==> src/include/pipe_params.svh <==
`ifndef PIPE_PARAMS_SVH
`define PIPE_PARAMS_SVH

// ====================
// core-wide sizes
// ====================
`define PIPE_STAGES 6   // one bit per stage in stall/flush
`define XLEN        32  // data and instruction word
`define RAM_AW      8   // ram word address
`define RAM_LAT     2   // start to done, in cycles

`endif

==> src/source/mem_pkg.sv <==
`default_nettype none
`include "pipe_params.svh"

package mem_pkg;

  // owner of the shared ram
  typedef enum logic {
    FETCH = 1'b0,
    DATA  = 1'b1
  } requester_e;

  // one fetched word, seen as a full instruction or as two halves
  // half[0] is the low parcel, half[1] the high one
  typedef union packed {
    logic [`XLEN-1:0]                full;
    logic [1:0][`XLEN/2-1:0]         half;
  } instr_word_u;

  // rvc parcel unless the low two bits are 11
  function automatic logic is_compressed(input logic [`XLEN/2-1:0] parcel);
    return parcel[1:0] != 2'b11;
  endfunction

endpackage

`default_nettype wire

==> src/source/fetch_align.sv <==
`timescale 1ns/1ns
`default_nettype none
`include "pipe_params.svh"

module fetch_align (
  input  wire                 clk,
  input  wire                 rst,
  input  wire                 word_valid_i,
  input  wire [`XLEN-1:0]     word_i,
  output logic                instr_valid_o,
  output logic [`XLEN-1:0]    instr_o,
  output logic                compress_stall_o
);

  mem_pkg::instr_word_u word_u;
  logic                 lo_c, hi_c;
  logic                 hold_q;                  // high parcel waiting
  logic [`XLEN/2-1:0]   hold_half_q;

  assign word_u.full = word_i;
  assign lo_c = mem_pkg::is_compressed(word_u.half[0]);
  assign hi_c = mem_pkg::is_compressed(word_u.half[1]);

  // ====================
  // output select
  // ====================
  always_comb begin
    if (hold_q) begin
      instr_o = {{(`XLEN/2){1'b0}}, hold_half_q}; // second parcel, one cycle late
    end else if (lo_c) begin
      instr_o = {{(`XLEN/2){1'b0}}, word_u.half[0]};
    end else begin
      instr_o = word_u.full;                      // plain 32-bit instr
    end
  end

  assign instr_valid_o    = hold_q | word_valid_i;
  assign compress_stall_o = hold_q;              // pre_if waits for the high half

  always_ff @(posedge clk or posedge rst) begin
    if (rst) begin
      hold_q <= 1'b0;
    end else begin
      hold_q <= word_valid_i & lo_c & hi_c;       // both parcels rvc
    end
  end

  always_ff @(posedge clk) begin
    if (word_valid_i) hold_half_q <= word_u.half[1];
  end

endmodule

`default_nettype wire

==> config.mk <==
export PLATFORM = sky130hd
export DESIGN_NAME = fetch_align
export DESIGN_NICKNAME = d
export VERILOG_FILES = /design/src/source/mem_pkg.sv /design/src/source/fetch_align.sv
export VERILOG_INCLUDE_DIRS = /design/src /design/src/include
export SDC_FILE = /design/constraint.sdc
export NUM_CORES = 1
export LEC_CHECK = 0
export BUFFER_PORTS_ARGS = -buffer_cell sky130_fd_sc_hd__buf_2
export CORE_MARGIN = 2
export CORE_UTILIZATION = 41
export DETAILED_ROUTE_END_ITERATION = 8
export PLACE_DENSITY = 0.93
export SLEW_MARGIN = 20
export SYNTH_ARGS = -nofsm -noshare
export SYNTH_HDL_FRONTEND = slang
export SYNTH_SLANG_ARGS = --single-unit
==> constraint.sdc <==
create_clock -name clk -period 2.8 [get_ports clk]
set_clock_uncertainty 0.05 [all_clocks]
set_input_delay 0 -clock clk [delete_from_list [all_inputs] [get_ports clk]]
set_output_delay 0 -clock clk [all_outputs]
set_load 0.01 [all_outputs]
==> results.toml, run 1 <==
[floorplanning]
die_area_mm2 = 0.00253
coreArea_mm2 = 0.00198
rows = 16
start_util = 0.443
pin_count = 69
die_w_um = 50.3
die_y_um = 50.3

[pwr]
p_sw_uw = 153
p_clk_frac = 0.232
p_leak_uw = 0.000695
swShare = 0.258
seqPwrFrac = 0.525
p_per_area_mw_per_mm2 = 413
ir_drop_mv = 0.290
intPower_uw = 438
p_comb_frac = 0.244

[clock_tree]
cts-buffers-inserted = 3
clockBufferDepth = 2
post_cts_resize_count = 0
path_clk_slew_ns = 0.11
clock-sinks = 17
cts-root-buf = "clkbuf_4"
cts_tree = "done"
h-tree-depth = 1

[cells_and_area]
fin_area_mm2 = 0.00143
final_nets = 180
diodes = 0
fillCellCount = 123
syn2layout_area_growth_pct = 63.2
drive_gt1_frac = 0.694

[critical_path]
startpoint = "compress_stall_o$_DFF_PP0_"
cp-start-kind = "register"
cp_top_family = "flip-flops"
worstPathRequired_ns = 2.75
arrival_ns = 1.85
path_buf_inv = 1
crit_path_max_incr_delay_ns = 0.83
crit_fanout = 20
endpoint_kind = "primary output"
path_cells = "and3b_2 -> and2_1 -> buf_2"
critPathSlowestCell = "dfrtp_1"
worstSetupPathType = "register to primary output"

[job]
drv_cap = 0

[logic_synthesis]
ys_types = 12
synth_cells = 57
synth-seq-cells = 17
yosysWarnings = 0
syn-num-nets = 92
syn_area_um2 = 877
avgSynthCellArea_um2 = 15.4
yosysSeqAreaShare = 0.576

[run_status]
outcome = "finished, final reports clean"

[timing]
tns_ns = 0
final_max_slew_viol_count = 0
final_hold_viol_count = 0
post-route-period-util = 0.679
hold_ws_ns = 0.0179
worst_pin_slew_ns = 0.728
slew_headroom = 0.515
rsz0062_at_grt = "no"
finalSetupViolCount = 0
timing.fmax_ghz = 0.526
setup_ws_ns = 0.898
fin_crit_ns = 1.90

[detailed_routing]
drt_wl_total_um = 2530
drt_iter0_drc = 4
detail-route-antenna-nets = 0
wl_per_cell_um = 14.8
first_pass_iters = 3
drt-vias-per-instance = 4.73
drc = 0
vias = 808

[global_route]
grt-ovfl-total = 0
grt_pass1_vias = 879
grt_usage = 0.215
grt_pass1_wl_um = 3940
antenna_found_initial = 0
grt_max_degree = 21

[place]
hpwlAfterDp_um = 1460
place_congestion = 0.681
pre_cts_slack_ns = 1.24
portBuffers = 68
place_area_mm2 = 0.00122

[hold_path]
min_path_type = "primary input to async pin"
[synthesized netlist by cell type]
cell type | n | share of area
buf_4 | 1 | 0.0086
edfxtp_1 | 16 | 0.55
dfrtp_1 | 1 | 0.029
or2_2 | 1 | 0.0071
buf_6 | 2 | 0.026
inv_1 | 2 | 0.0086
a221oi_1 | 1 | 0.010
and4b_1 | 1 | 0.011
and3b_2 | 1 | 0.011
mux2_2 | 16 | 0.21
and2_1 | 5 | 0.036
and2_4 | 10 | 0.10
[per-stage QoR]
stage / std cells / total power, uW / utilization
detailed placement: 149 / 437 / 0.616
CTS: 171 / 586 / 0.722
global route: 171 / 615 / 0.722
floorplan: 57 / 377 / -
finish: 171 / 591 / 0.722
global placement: 149 / 433 / 0.616
[tightest hold or removal path, stage by stage]
cell and delay (ns):
dlygate4sd3_1 0.53, buf_2 0.12, inv_1 0.05
[kinds of logic (layout without fill, tap and decap cells)]
family          count (synthesis)  count (layout)  synth area share
simple gates                   18              18             0.165
flops                          17              17             0.576
mux                            16              16             0.205
buf+inv                         5              92            0.0428
compound gates                  1               1           0.00999
[final timing paths]
kind | slack, ns | depth (start not counted) | end
max | 0.90 | 3 | instr_o[17]
min | 0.02 | 3 | compress_stall_o$_DFF_PP0_
min in group clk | 0.10 | 1 | hold_half_q[5]$_DFFE_PP_
max in group asynchronous | 2.59 | 3 | compress_stall_o$_DFF_PP0_
[area by class of cell]
class / count / area, um2 / share of cell area
clock buffer: 3 / 22.5 / 0.0157
clock inverter: 1 / 7.51 / 0.00524
inverter: 2 / 7.51 / 0.00524
multi-input combinational: 35 / 334 / 0.233
sequential: 17 / 505 / 0.353
tap: 27 / 33.8 / 0.0236
timing repair buffer: 86 / 520 / 0.364
[registers in the layout, indices dropped and copies added (netlist names)]
signal            count
hold_half_q          16
compress_stall_o      1
[layer usage]
metal	track usage	vias up	part of all wire
met4	0.134	0	0.038
met1	0.216	373	0.37
met3	0.0476	10	0.069
met2	0.395	47	0.53
li1	-	378	-
met5	0	-	0
[cell usage in the layout, fill, tap and decap left out]
master and count:
and4b_1 1, clkbuf_4 3, and2_1 5, dfrtp_1 1, inv_1 2, edfxtp_1 16, a221oi_1 1, dlygate4sd3_1 18
mux2_2 16, and2_4 10, clkinvlp_4 1, buf_2 68, or2_2 1, and3b_2 1
[power by group through the flow]
stage / sequential [uW] / combinational [uW] / clock, uW
2_1_floorplan: 309 / 67.5 / 0
3_3_place_gp: 314 / 119 / 0
3_5_place_dp: 316 / 121 / 0
4_1_cts: 310 / 141 / 136
5_1_grt: 312 / 155 / 147
6_report: 310 / 144 / 137
[timing repair]
action	4_1_cts	5_1_grt
buffers inserted	0	0
hold buffers	18	0
endpoints found under the hold margin	18	0
Note: power is estimated with default switching activity, not from simulation.
==> run 2, diff against run 1 <==
--- a/config.mk
+++ b/config.mk
@@ -8,9 +8,9 @@
 export LEC_CHECK = 0
 export BUFFER_PORTS_ARGS = -buffer_cell sky130_fd_sc_hd__buf_2
 export CORE_MARGIN = 2
-export CORE_UTILIZATION = 41
+export CORE_UTILIZATION = 35
 export DETAILED_ROUTE_END_ITERATION = 8
-export PLACE_DENSITY = 0.93
+export PLACE_DENSITY = 0.85
 export SLEW_MARGIN = 20
 export SYNTH_ARGS = -nofsm -noshare
 export SYNTH_HDL_FRONTEND = slang
==> constraint.sdc (replaced) <==
create_clock -name clk -period 1.6 [get_ports clk]
set_clock_uncertainty 0.05 [all_clocks]
set_input_delay 0 -clock clk [delete_from_list [all_inputs] [get_ports clk]]
set_output_delay 0 -clock clk [all_outputs]
set_load 0.01 [all_outputs]
==> results.toml, run 2 (synthesized netlist as in run 1, its figures left out) <==
[timing]
slew_headroom = 0.741
post-route-period-util = 0.953
final_hold_viol_count = 0
finalSetupViolCount = 0
timing.fmax_ghz = 0.656
worst_pin_slew_ns = 0.388
fin_crit_ns = 1.52
final_max_slew_viol_count = 0

[detailed_routing]
wl_met3_um = 129
drt_wl_total_um = 2640
wl_met1_um = 849
drt_iter0_drc = 10
vias = 838
drc = 0
first_pass_iters = 5
drt-vias-per-instance = 4.68
wl_per_cell_um = 14.7
topRoutingLayerUsed = "met4"
wl_met2_um = 1560
detail-route-antenna-nets = 0

[critical_path]
worstPathRequired_ns = 1.55
cp-start-kind = "register"
worstSetupPathType = "register to primary output"
crit_path_max_incr_delay_ns = 0.46
critPathSlowestCell = "dfrtp_2"
path_cells = "buf_4 -> mux2_2 -> buf_2"
endpoint_kind = "primary output"
crit_fanout = 12
arrival_ns = 1.47

[cells_and_area]
largest_register_ff_count = 16
mostFrequentLayoutCells = "buf_2 (68), dlygate4sd3_1 (19), mux2_2 (16), edfxtp_1 (16), and2_4 (10)"
top_register = "hold_half_q"
drive_gt1_frac = 0.698
syn2layout_area_growth_pct = 68.5
diodes = 0
final_nets = 185
fin_area_mm2 = 0.00148
final_common_cell = "buf_2"

[place]
hpwlAfterDp_um = 1630
portBuffers = 68
place_area_mm2 = 0.00123
place_congestion = 0.701

[global_route]
grt_usage = 0.184
grt_max_degree = 19
grt_pass1_vias = 834
grt-ovfl-total = 0
antenna_found_initial = 0
grt_pass1_wl_um = 3570

[pwr]
p_per_area_mw_per_mm2 = 703
ir_drop_mv = 0.502
p_leak_uw = 0.000719
power.total_uw = 1040

[clock_tree]
clock-sinks = 17
clockBufferDepth = 2
cts-root-buf = "clkbuf_4"
cts-buffers-inserted = 3
path_clk_slew_ns = 0.10
cts_tree = "done"
h-tree-depth = 1

[floorplanning]
rows = 18
start_util = 0.361
die_y_um = 54.1
coreArea_mm2 = 0.00243
die_area_mm2 = 0.00292
die_w_um = 54.1
pin_count = 69

[job]
drv_cap = 0

[run_status]
outcome = "finished, final reports clean"

[hold_path]
min_path_type = "primary input to async pin"
[run 2: cell count changes in the layout (fill, tap and decap cells not counted)]
cell	before	now
and3b_4	0	1
buf_4	0	3
clkbuf_1	0	1
clkinvlp_4	1	0
dfrtp_1	1	0
dfrtp_2	0	1
dlygate4sd3_1	18	19
[run 2: critical path, delay by kind of cell, from the launching register on]
kind | cells | cell delay [ns]
DFF | 1 | 0.46
buffers and inverters | 2 | 0.37
muxes | 1 | 0.35
[run 2: where the power goes]
group	total, uW	switching (uW)	internal [uW]	leakage (uW)
Clock	229	133	96.9	0.0000150
Combinational	272	114	158	0.000536
Sequential	537	12.8	525	0.000168
[run 2: metrics by stage]
step           worst slack (ns)  cells  hold slack, ns  utilization  setup TNS (ns)
2_1_floorplan             0.463     57          -0.321            -               0
3_3_place_gp              0.357    153          -0.211        0.507               0
3_5_place_dp              0.312    153          -0.206        0.507               0
4_1_cts                  0.0175    176          0.0284        0.596               0
5_1_grt               -0.000714    179          0.0354        0.608       -0.000714
6_report                 0.0757    179          0.0412        0.608               0
[run 2: how the worst max path moves through the flow]
stage | from | endpoint | slack [ns]
after floorplan | compress_stall_o$_DFF_PP0_ | instr_o[21] | 0.46
after global placement | compress_stall_o$_DFF_PP0_ | instr_o[1] | 0.36
after detailed placement | compress_stall_o$_DFF_PP0_ | instr_o[13] | 0.31
after CTS | compress_stall_o$_DFF_PP0_ | instr_o[24] | 0.02
after global routing | compress_stall_o$_DFF_PP0_ | instr_o[10] | -0.0007
final | compress_stall_o$_DFF_PP0_ | instr_o[13] | 0.08
[run 2: area by class of cell]
cell class              count  area, um2
clock buffers               4       26.3
fillers                   212        955
inverters                   2       7.51
multi-input cells          36        347
flip-flops and latches     17        507
well taps                  30       37.5
repair buffers             90        553
[run 2: routing by layer]
layer	up-vias	track usage
met4	0	0.150
met5	-	0
met3	8	0.0250
met2	39	0.374
met1	399	0.151
li1	392	-
[run 2: timing repair]
item	4_1_cts	5_1_grt
endpoints found under the hold margin	18	0
setup endpoints to repair	22	19
resized for setup	1	2
gates cloned	0	1
hold buffers	19	0
buffers inserted	0	2
