--- src/include/pipe_params.svh ---
`ifndef PIPE_PARAMS_SVH
`define PIPE_PARAMS_SVH

// ====================
// core-wide sizes
// ====================
`define PIPE_STAGES 6   // one bit per stage in stall/flush
`define XLEN        32  // data and instruction word
`define RAM_AW      8   // ram word address
`define RAM_LAT     2   // start to done, in cycles

`endif

--- src/source/pipe_ctrl_pkg.sv ---
`default_nettype none
`include "pipe_params.svh"

package pipe_ctrl_pkg;

  // stage index, also the bit position in a stage vector
  typedef enum logic [2:0] {
    PC     = 3'd0,
    PRE_IF = 3'd1,
    IF_ID  = 3'd2,
    ID_EX  = 3'd3,
    EX_MEM = 3'd4,
    MEM_WB = 3'd5
  } stage_e;

  typedef logic [`PIPE_STAGES-1:0] stage_vec_t; // shared by stall and flush

  // single stage bits
  localparam stage_vec_t S_PC     = stage_vec_t'(1) << PC;
  localparam stage_vec_t S_PRE_IF = stage_vec_t'(1) << PRE_IF;
  localparam stage_vec_t S_IF_ID  = stage_vec_t'(1) << IF_ID;
  localparam stage_vec_t S_ID_EX  = stage_vec_t'(1) << ID_EX;
  localparam stage_vec_t S_EX_MEM = stage_vec_t'(1) << EX_MEM;
  localparam stage_vec_t S_MEM_WB = stage_vec_t'(1) << MEM_WB;

  // ====================
  // hazard masks
  // ====================
  localparam stage_vec_t NO_STAGE         = '0;
  localparam stage_vec_t RESET_FLUSH      = S_PC | S_PRE_IF | S_IF_ID | S_ID_EX | S_EX_MEM;

  localparam stage_vec_t MEM_STALL        = S_PC | S_PRE_IF | S_IF_ID | S_ID_EX;
  localparam stage_vec_t MEM_FLUSH        = S_EX_MEM;     // bubble into ex_mem
  localparam stage_vec_t IF_STALL         = MEM_STALL;    // fetch wait freezes the same stages
  localparam stage_vec_t IF_FLUSH         = NO_STAGE;

  localparam stage_vec_t TRAP_FLUSH_STALL = S_PRE_IF;
  localparam stage_vec_t TRAP_FLUSH_FLUSH = S_PRE_IF | S_IF_ID | S_ID_EX;
  localparam stage_vec_t TRAP_STALL_STALL = S_PC | S_PRE_IF | S_IF_ID | S_ID_EX | S_EX_MEM | S_MEM_WB;
  localparam stage_vec_t TRAP_STALL_FLUSH = S_PRE_IF | S_IF_ID | S_ID_EX;

  localparam stage_vec_t JUMP_STALL       = S_PRE_IF;
  localparam stage_vec_t JUMP_FLUSH       = S_PRE_IF | S_IF_ID; // drop wrong-path fetches
  localparam stage_vec_t MULDIV_STALL     = S_PC | S_PRE_IF | S_IF_ID;
  localparam stage_vec_t MULDIV_FLUSH     = S_ID_EX;
  localparam stage_vec_t LOAD_USE_STALL   = S_PC | S_PRE_IF;
  localparam stage_vec_t LOAD_USE_FLUSH   = S_IF_ID;      // bubble behind the load
  localparam stage_vec_t COMPRESS_STALL   = S_PRE_IF;
  localparam stage_vec_t COMPRESS_FLUSH   = S_PRE_IF;

endpackage

`default_nettype wire

--- src/source/pipeline_control.sv ---
`timescale 1ns/1ns
`default_nettype none

module pipeline_control (
  input  wire                       clk,
  input  wire                       rst,
  input  wire                       compress_stall_i,
  input  wire                       next_stall_preif_i,
  input  wire                       ram_stall_if_i,   // fetch wait
  input  wire                       ram_stall_mem_i,  // data wait
  input  wire                       load_use_i,
  input  wire                       jump_i,
  input  wire                       muldiv_i,
  input  wire                       trap_stall_i,
  input  wire                       trap_flush_i,
  output pipe_ctrl_pkg::stage_vec_t stall_o,
  output pipe_ctrl_pkg::stage_vec_t flush_o
);

  logic mem_stall_q;                               // data wait, one cycle late
  logic post_rst_q;                                // first cycle out of reset
  logic force_adv;

  // one cycle pulse once the data wait drops
  assign force_adv = mem_stall_q & ~ram_stall_mem_i;

  always_ff @(posedge clk or posedge rst) begin
    if (rst) begin
      mem_stall_q <= 1'b0;
      post_rst_q  <= 1'b1;
    end else begin
      mem_stall_q <= ram_stall_mem_i;
      post_rst_q  <= 1'b0;
    end
  end

  // ====================
  // fixed priority
  // ====================
  always_comb begin
    if (rst || post_rst_q) begin
      stall_o = pipe_ctrl_pkg::NO_STAGE;
      flush_o = pipe_ctrl_pkg::RESET_FLUSH;
    end else if (ram_stall_mem_i) begin
      stall_o = pipe_ctrl_pkg::MEM_STALL;
      flush_o = pipe_ctrl_pkg::MEM_FLUSH;
    end else if (next_stall_preif_i) begin
      // let the pipe move once after the memory stall
      stall_o = force_adv ? pipe_ctrl_pkg::NO_STAGE : pipe_ctrl_pkg::MEM_STALL;
      flush_o = pipe_ctrl_pkg::NO_STAGE;
    end else if (ram_stall_if_i) begin
      stall_o = pipe_ctrl_pkg::IF_STALL;
      flush_o = pipe_ctrl_pkg::IF_FLUSH;
    end else if (trap_flush_i) begin
      stall_o = pipe_ctrl_pkg::TRAP_FLUSH_STALL;
      flush_o = pipe_ctrl_pkg::TRAP_FLUSH_FLUSH;
    end else if (trap_stall_i) begin
      stall_o = pipe_ctrl_pkg::TRAP_STALL_STALL; // freeze everything
      flush_o = pipe_ctrl_pkg::TRAP_STALL_FLUSH;
    end else if (jump_i) begin
      stall_o = pipe_ctrl_pkg::JUMP_STALL;
      flush_o = pipe_ctrl_pkg::JUMP_FLUSH;
    end else if (muldiv_i) begin
      stall_o = pipe_ctrl_pkg::MULDIV_STALL;
      flush_o = pipe_ctrl_pkg::MULDIV_FLUSH;
    end else if (load_use_i) begin
      stall_o = pipe_ctrl_pkg::LOAD_USE_STALL;
      flush_o = pipe_ctrl_pkg::LOAD_USE_FLUSH;
    end else if (compress_stall_i) begin
      stall_o = pipe_ctrl_pkg::COMPRESS_STALL;
      flush_o = pipe_ctrl_pkg::COMPRESS_FLUSH;
    end else begin
      stall_o = pipe_ctrl_pkg::NO_STAGE;         // free running
      flush_o = pipe_ctrl_pkg::NO_STAGE;
    end
  end

endmodule

`default_nettype wire

--- config.mk ---
export PLATFORM = sky130hd
export DESIGN_NAME = pipeline_control
export DESIGN_NICKNAME = d
export VERILOG_FILES = /design/src/source/pipe_ctrl_pkg.sv /design/src/source/pipeline_control.sv
export VERILOG_INCLUDE_DIRS = /design/src /design/src/include
export SDC_FILE = /design/constraint.sdc
export NUM_CORES = 1
export LEC_CHECK = 0
export BUFFER_PORTS_ARGS = -buffer_cell sky130_fd_sc_hd__buf_2
export CORE_AREA = 2 2 39 41
export CTS_BUF_LIST = sky130_fd_sc_hd__clkbuf_16
export DETAILED_ROUTE_END_ITERATION = 10
export DIE_AREA = 0 0 41 43
export HOLD_SLACK_MARGIN = 0.12
export PLACE_DENSITY_LB_ADDON = 0.1
export SETUP_SLACK_MARGIN = 0.4
export SKIP_CTS_REPAIR_TIMING = 1
export SYNTH_ARGS = -nofsm -noshare
export SYNTH_HDL_FRONTEND = slang
export SYNTH_SLANG_ARGS = --single-unit
--- constraint.sdc ---
create_clock -name clk -period 0.9 [get_ports clk]
set_input_delay 0.09 -clock clk [delete_from_list [all_inputs] [get_ports clk]]
set_output_delay 0.09 -clock clk [all_outputs]
set_load 0.005 [all_outputs]
==> impl_metrics.tcl, run 1 <==
set metrics [dict create \
    hpwlAfterDp_um 692 \
    finalWorstSetupSlack_ps -297 \
    cts_tree "built" \
    layout.nets 84 \
    antenna_cells 0 \
    yosysTopAreaCellShare 0.0977 \
    cts_buffers 3 \
    wl_per_cell_um 9.78 \
    postSynth.asyncResetShare 1.00 \
    syn_to_final_growth_pct 107 \
    fp.dieH_um 43 \
    cp-end-kind "output pin" \
    fin_crit_ps 1200 \
    crit_path_start_kind "flip-flop" \
    port_buffers 21 \
    ioPinCount 23 \
    clk_path_buf_depth 2 \
    drive_above_1_share 0.583 \
    dieArea_um2 1760 \
    drcViolationCount 0 \
    status "finished with violations" \
    antenna_found_initial 0 \
    cp.arrival_ps 1110 \
    required_ps 810 \
    setup_viol 11 \
    grt_overflow 0 \
    startpoint "post_rst_q$_DFF_PP1_" \
    ant_nets 0 \
    ys_ff_latch 2 \
    synth-seq-area-share 0.191 \
    fmax_mhz 836 \
    initial_core_util 0.194 \
    worstPathMaxFanout 8 \
    drt_first_pass_iters 4 \
    grt_pass1_wl_mm 1.37 \
    critPathCapture "stall_o[2]" \
    vias_per_cell 4.51 \
    failed_checks "negative setup slack" \
    path_class "flip-flop to output pin" \
    synth-edff-count 0 \
    synth-main-ff-cell "dfstp_2" \
    die_w_um 41 \
    synth_area_um2 269 \
    peakVddDrop_mv 2.22 \
    maxCapViolations 0 \
    power_per_cell_area_nw_per_um2 1710 \
    syn_inst 39 \
    h-tree-depth 1 \
    finalHoldViolCount 0 \
    grt_pass1_vias 355 \
    coreArea_um2 1380 \
    slew_violations 0 \
    grt_max_degree 9 \
    routabilityCongestion 0.714 \
    synth_warnings 0 \
    root_buffer "clkbuf_16" \
    rows 14 \
    synth_area_leaders "dfstp_2, dfrtp_1, o21ai_1" \
    avgSynthCellArea_um2 6.90 \
    leakagePower_nw 0.283 \
    dr.first_iter.drc_count 11 \
    final_common_cell "buf_2" \
    synth_area_leader_cell "dfstp_2" \
    place_ws_ps -141 \
    finalCritPeriodShare 1.33 \
    grt_usage 0.116 \
    hold_slack_ps 137 \
    rsz0062_at_grt "yes" \
    routed_wl_um 861 \
    final_cell_mix "buf_2, buf_4, o21ai_1" \
    clock-sinks 2 \
    fillCellCount 153 \
    vias 397 \
    hp-class "primary input to flip-flop" \
    synthDistinctLibCells 22 \
    clk_pin_slew_ps 30 \
]
==> worst min path at each step <==
stage,startpoint,to,slack [ps],cells after the start
after floorplan,rst,mem_stall_q$_DFF_PP0_,-170,1
after global placement,rst,mem_stall_q$_DFF_PP0_,-20,2
after detailed placement,rst,mem_stall_q$_DFF_PP0_,-20,2
after CTS,rst,mem_stall_q$_DFF_PP0_,-260,2
after global routing,ram_stall_mem_i,mem_stall_q$_DFF_PP0_,150,2
final,ram_stall_mem_i,mem_stall_q$_DFF_PP0_,140,2
==> kinds of logic (layout without fill, tap and decap cells) <==
family / after synthesis / count (layout) / synth area share
simple gates: 15 / 15 / 0.335
buf+inv: 6 / 38 / 0.112
flops: 2 / 2 / 0.191
compound gates: 15 / 15 / 0.349
other cells: 1 / 2 / 0.0139
==> registers in the layout (all words and copies together), names as in the netlist <==
register     flops
mem_stall_q      1
post_rst_q       1
==> synthesized netlist by cell type, types with 2 or more instances <==
| cell | instances |
|---|---|
| nor2_1 | 3 |
| o21ai_0 | 2 |
| nand2_1 | 3 |
| buf_4 | 2 |
| nor3_1 | 2 |
| o21ai_1 | 5 |
| a21oi_2 | 2 |
| inv_1 | 4 |
| a21oi_1 | 2 |
| or3_4 | 2 |
==> final cells by class <==
type                            count  area, um^2  share of cell area
Tap cell                           16        20.0              0.0360
Timing Repair Buffer               30         181               0.327
Multi-Input combinational cell     32         209               0.376
Clock buffer                        3        75.1               0.135
Inverter                            4        15.0              0.0270
Clock inverter                      1        3.75             0.00676
Sequential cell                     2        51.3              0.0923
==> metal layers <==
layer / track usage / wire length, um / up-vias
li1: - / - / 200
met1: 0.131 / 354 / 183
met2: 0.178 / 434 / 12
met3: 0.0157 / 50 / 2
met4: 0.100 / 22 / 0
met5: 0 / 0 / -
==> metrics by stage <==
step / std cells / instance area, um^2 / utilization / TNS, ps / power, W
floorplan: 40 / 287 / - / -20.8 / 0.000171
global placement: 82 / 449 / 0.325 / -868 / 0.000263
detailed placement: 82 / 449 / 0.325 / -881 / 0.000262
CTS: 86 / 528 / 0.382 / -2850 / 0.000958
global route: 88 / 556 / 0.401 / -3430 / 0.00100
finish: 88 / 556 / 0.401 / -2720 / 0.000951
==> critical path, stage by stage, from the launching register on <==
cell	delay [ps]
dfstp_2	370
nor2_4	170
inv_2	90
a31oi_1	140
buf_2	130
==> power by group <==
group	internal, W	switching [W]
Combinational	0.0000881	0.0000815
Clock	0.000572	0.000109
Sequential	0.0000972	0.00000396
Total	0.000757	0.000195
Power figures use the tool's default switching activity.
==> run 2: changes to the inputs <==
CTS_BUF_LIST = not set   (was sky130_fd_sc_hd__clkbuf_16)
clock period = 1 ns   (was 0.9 ns; I/O delays follow)
==> run 2 against run 1 <==
  * The run still ends with negative setup slack left
  * First-iteration DRC count down 55%
  * Sequential share of layout area up 0.94 points
  * Global-route usage down 1.3 points
  * Critical path depth unchanged
  * Sequential power down 9.8%
  * Worst hold slack better by 1.4 ps
  * Cell count down 1.1%
  * Wire length down 1.7%
  * Count of clock-buffer cells in the layout up 1
  * Critical endpoint is now flush_o[2]
==> impl_metrics.tcl, run 2 (synthesis gave the netlist of run 1 again) <==
set metrics [dict create \
    final_cell_mix "buf_2, buf_4, o21ai_2" \
    rows 14 \
    fp.dieH_um 43 \
    status "finished with violations" \
    hold_end "mem_stall_q$_DFF_PP0_" \
    drcViolationCount 0 \
    cp-end-kind "output pin" \
    vias 384 \
    finalHoldViolCount 0 \
    root_buffer "clkbuf_4" \
    required_ps 900 \
    cpPeakStageDelay_ps 540 \
    cp_slowest_cell "dfstp_2" \
    drt_first_pass_iters 4 \
    place_area_um2 434 \
    antenna_found_initial 0 \
    fin_area_um2 504 \
    worstHoldStart "ram_stall_mem_i" \
    initial_core_util 0.194 \
    leakagePower_nw 0.250 \
    syn_to_final_growth_pct 87.4 \
    rsz0062_at_grt "yes" \
    routabilityCongestion 0.725 \
    layout.nets 83 \
    die_w_um 41 \
    hold_slack_ps 138 \
    clk_path_buf_depth 2 \
    finalCritPeriodShare 1.23 \
    grt_pass1_vias 338 \
    slew_violations 0 \
    h-tree-depth 1 \
    ioPinCount 23 \
    failed_checks "negative setup slack" \
    grt_usage 0.103 \
    grt_overflow 0 \
    path_cells "nor2_4 -> buf_4 -> o21ai_2 -> buf_2" \
    path_class "flip-flop to output pin" \
    fillCellCount 152 \
    power_per_cell_area_nw_per_um2 879 \
    hpwlAfterDp_um 687 \
    top_regs "mem_stall_q: 1 flops, post_rst_q: 1 flops" \
    dr.first_iter.drc_count 5 \
    cp.arrival_ps 1130 \
    fmax_mhz 812 \
    cts_tree "built" \
    clock-sinks 2 \
    drive_above_1_share 0.634 \
    worstPathMaxFanout 7 \
    ant_nets 0 \
    wl_per_cell_um 9.72 \
    coreArea_um2 1380 \
    final_common_cell "buf_2" \
    grt_max_degree 9 \
    crit_path_start_kind "flip-flop" \
    dieArea_um2 1760 \
    finalWorstSetupSlack_ps -231 \
    cp_top_family "flip-flops" \
    hp-class "primary input to flip-flop" \
    port_buffers 21 \
    setup_viol 11 \
    routed_wl_um 846 \
    antenna_cells 0 \
    maxCapViolations 0 \
    cp.buffers_inverters 2 \
    fin_crit_ps 1230 \
    holdPathStages 2 \
    cts_buffers 3 \
    vias_per_cell 4.41 \
    grt_pass1_wl_mm 1.20 \
    peakVddDrop_mv 0.573 \
    final_util 0.364 \
    clk_pin_slew_ps 40 \
]
[run 2: cell types whose count changed in the layout (fill, tap and decap cells not counted)]
| cell | before | now |
|---|---|---|
| buf_6 | 1 | 0 |
| clkbuf_16 | 3 | 0 |
| inv_1 | 4 | 3 |
| clkbuf_4 | 0 | 3 |
| o21ai_2 | 1 | 4 |
| buf_2 | 20 | 21 |
| clkbuf_1 | 0 | 1 |
| buf_4 | 8 | 7 |
| a21oi_2 | 2 | 3 |
| o21ai_1 | 5 | 2 |
| a21oi_1 | 2 | 1 |
[run 2: routing by layer]
layer,vias up,share of wire,global-route usage
li1,197,-,-
met1,175,0.39,0.102
met2,12,0.53,0.169
met3,0,0.080,0.0262
met4,0,0,0.0800
met5,-,0,0
[run 2: worst max path at each step]
stage / start / slack [ps] / to / cells after the start
floorplan: ram_stall_mem_i / 60 / stall_o[5] / 3
global placement: ram_stall_mem_i / -50 / stall_o[5] / 4
detailed placement: ram_stall_mem_i / -60 / stall_o[4] / 4
CTS: post_rst_q$_DFF_PP1_ / -250 / stall_o[1] / 4
global route: post_rst_q$_DFF_PP1_ / -300 / stall_o[2] / 4
finish: post_rst_q$_DFF_PP1_ / -230 / flush_o[2] / 4
[run 2: cell type report]
type                       count  area, um^2  share of cell area
multi-input combinational     32         224               0.444
timing repair buffer          29         168               0.333
sequential                     2        51.3               0.102
clock buffer                   4        26.3              0.0521
tap                           16        20.0              0.0397
inverter                       4        15.0              0.0298
[run 2: through the flow]
stage	setup slack, ps	instances	TNS [ps]	power [W]
finish	-231	87	-2100	0.000443
global route	-303	87	-2860	0.000482
CTS	-249	84	-1970	0.000442
detailed placement	-56.8	80	-226	0.000230
global placement	-46.0	80	-197	0.000231
floorplan	59.2	40	0	0.000154
[run 2: where the power goes]
group	total [W]	internal, W	switching [W]	leakage (nW)
Sequential	0.0000911	0.0000874	0.00000368	0.0222
Combinational	0.000153	0.0000766	0.0000761	0.213
Clock	0.000199	0.000149	0.0000508	0.0150
==> run 3: changes to the inputs <==
CTS_BUF_LIST = sky130_fd_sc_hd__clkbuf_4 sky130_fd_sc_hd__clkbuf_8 sky130_fd_sc_hd__clkbuf_16   (was not set)
SETUP_SLACK_MARGIN = not set   (was 0.4)
==> run 3 against run 2 <==
  * The run still ends with negative setup slack left
  * First-iteration DRC count is 100% higher
  * Sequential share of layout area is 0.62 points higher
  * Core utilization is 2.1 points lower
  * Sequential power is 0.4% higher
  * Final area is 5.7% lower
  * Sequential cell count stayed put
  * Combinational power is 9% lower
  * Worst hold slack worse by 12 ps
  * Count of clock-buffer cells in the layout stayed put
  * Critical endpoint is now flush_o[1]
  * Highest routed layer unchanged
==> impl_metrics.tcl, run 3 (synthesis gave the netlist of run 1 again) <==
set metrics [dict create \
    status "finished with violations" \
    failed_checks "negative setup slack" \
    dr.first_iter.drc_count 10 \
    drt_first_pass_iters 4 \
    cp.buffers_inverters 2 \
    grt_pass1_vias 319 \
    peakVddDrop_mv 0.588 \
    clock-sinks 2 \
    coreArea_um2 1380 \
    multi_input_area_um2 214 \
    hp-class "primary input to flip-flop" \
    drcViolationCount 0 \
    layout.nets 80 \
    slew_violations 0 \
    vias 366 \
    required_ps 900 \
    cp_slowest_cell "dfstp_2" \
    grt_max_degree 9 \
    leakagePower_nw 0.230 \
    h-tree-depth 1 \
    vias_per_cell 4.36 \
    cts_buffers 3 \
    finalHoldViolCount 0 \
    path_cells "nor2_4 -> buf_4 -> o21ai_2 -> buf_2" \
    fmax_mhz 816 \
    clk_path_buf_depth 2 \
    top_regs "mem_stall_q: 1 flops, post_rst_q: 1 flops" \
    fp.dieH_um 43 \
    die_w_um 41 \
    routed_wl_um 808 \
    fin_area_um2 475 \
    total_power_w 0.000457 \
    ant_nets 0 \
    fin_cells 84 \
    hpwlAfterDp_um 664 \
    antenna_found_initial 0 \
    grt_pass1_wl_mm 1.21 \
    final_cell_mix "buf_2, inv_1, clkbuf_4, buf_4" \
    path_class "flip-flop to output pin" \
    ioPinCount 23 \
    grt_usage 0.105 \
    crit_path_start_kind "flip-flop" \
    maxCapViolations 0 \
    rsz0062_at_grt "yes" \
    drive_above_1_share 0.603 \
    grt_overflow 0 \
    power_per_cell_area_nw_per_um2 962 \
    setup_viol 11 \
    place_area_um2 410 \
    cp.arrival_ps 1130 \
    worstPathMaxFanout 6 \
    port_buffers 21 \
    dieArea_um2 1760 \
    cp_top_family "flip-flops" \
    cpPeakStageDelay_ps 540 \
    cts_tree "built" \
    clk_pin_slew_ps 40 \
    wl_per_cell_um 9.62 \
    finalWorstSetupSlack_ps -226 \
    cp-end-kind "output pin" \
    rows 14 \
    initial_core_util 0.194 \
    antenna_cells 0 \
    final_util 0.344 \
    syn_to_final_growth_pct 76.7 \
    routabilityCongestion 0.730 \
    dp.cells 78 \
    final_common_cell "buf_2" \
    finalCritPeriodShare 1.23 \
    regArea_um2 51.3 \
    fin_crit_ps 1230 \
    root_buffer "clkbuf_4" \
    fillCellCount 156 \
]
==> run 3: report_power, final <==
group | leakage (nW) | total (W) | internal, W | switching (W)
Combinational | 0.190 | 0.000139 | 0.0000686 | 0.0000706
Sequential | 0.0222 | 0.0000915 | 0.0000874 | 0.00000414
Clock | 0.0184 | 0.000226 | 0.000175 | 0.0000511
==> run 3: area by class of cell <==
cell class              count  area share
flip-flops and latches      2       0.108
repair buffers             26       0.305
multi-input cells          32       0.450
inverters                   4      0.0316
well taps                  16      0.0421
clock buffers               4      0.0632
==> run 3: path summary, 6_finish.rpt <==
| check | cells after the start | end | start |
|---|---|---|---|
| setup / recovery | 4 | flush_o[1] | post_rst_q$_DFF_PP1_ |
| hold / removal | 2 | mem_stall_q$_DFF_PP0_ | ram_stall_mem_i |
| max in group asynchronous | 3 | post_rst_q$_DFF_PP1_ | rst |
| min in group asynchronous | 3 | mem_stall_q$_DFF_PP0_ | rst |
==> run 3: routing by layer <==
| metal | track usage | part of all wire | vias up |
|---|---|---|---|
| met3 | 0.0628 | 0.066 | 0 |
| met2 | 0.141 | 0.52 | 12 |
| met5 | 0 | 0 | - |
| met1 | 0.125 | 0.41 | 160 |
| li1 | - | - | 194 |
| met4 | 0.0600 | 0 | 0 |
==> run 3: metrics by stage <==
stage	hold slack (ps)	setup slack [ps]	TNS, ps
after floorplan	-160	6.58	0
after global placement	-10.9	-49.3	-218
after detailed placement	-9.88	-63.8	-239
after CTS	-261	-268	-2150
after global routing	122	-284	-2660
final	126	-226	-1940
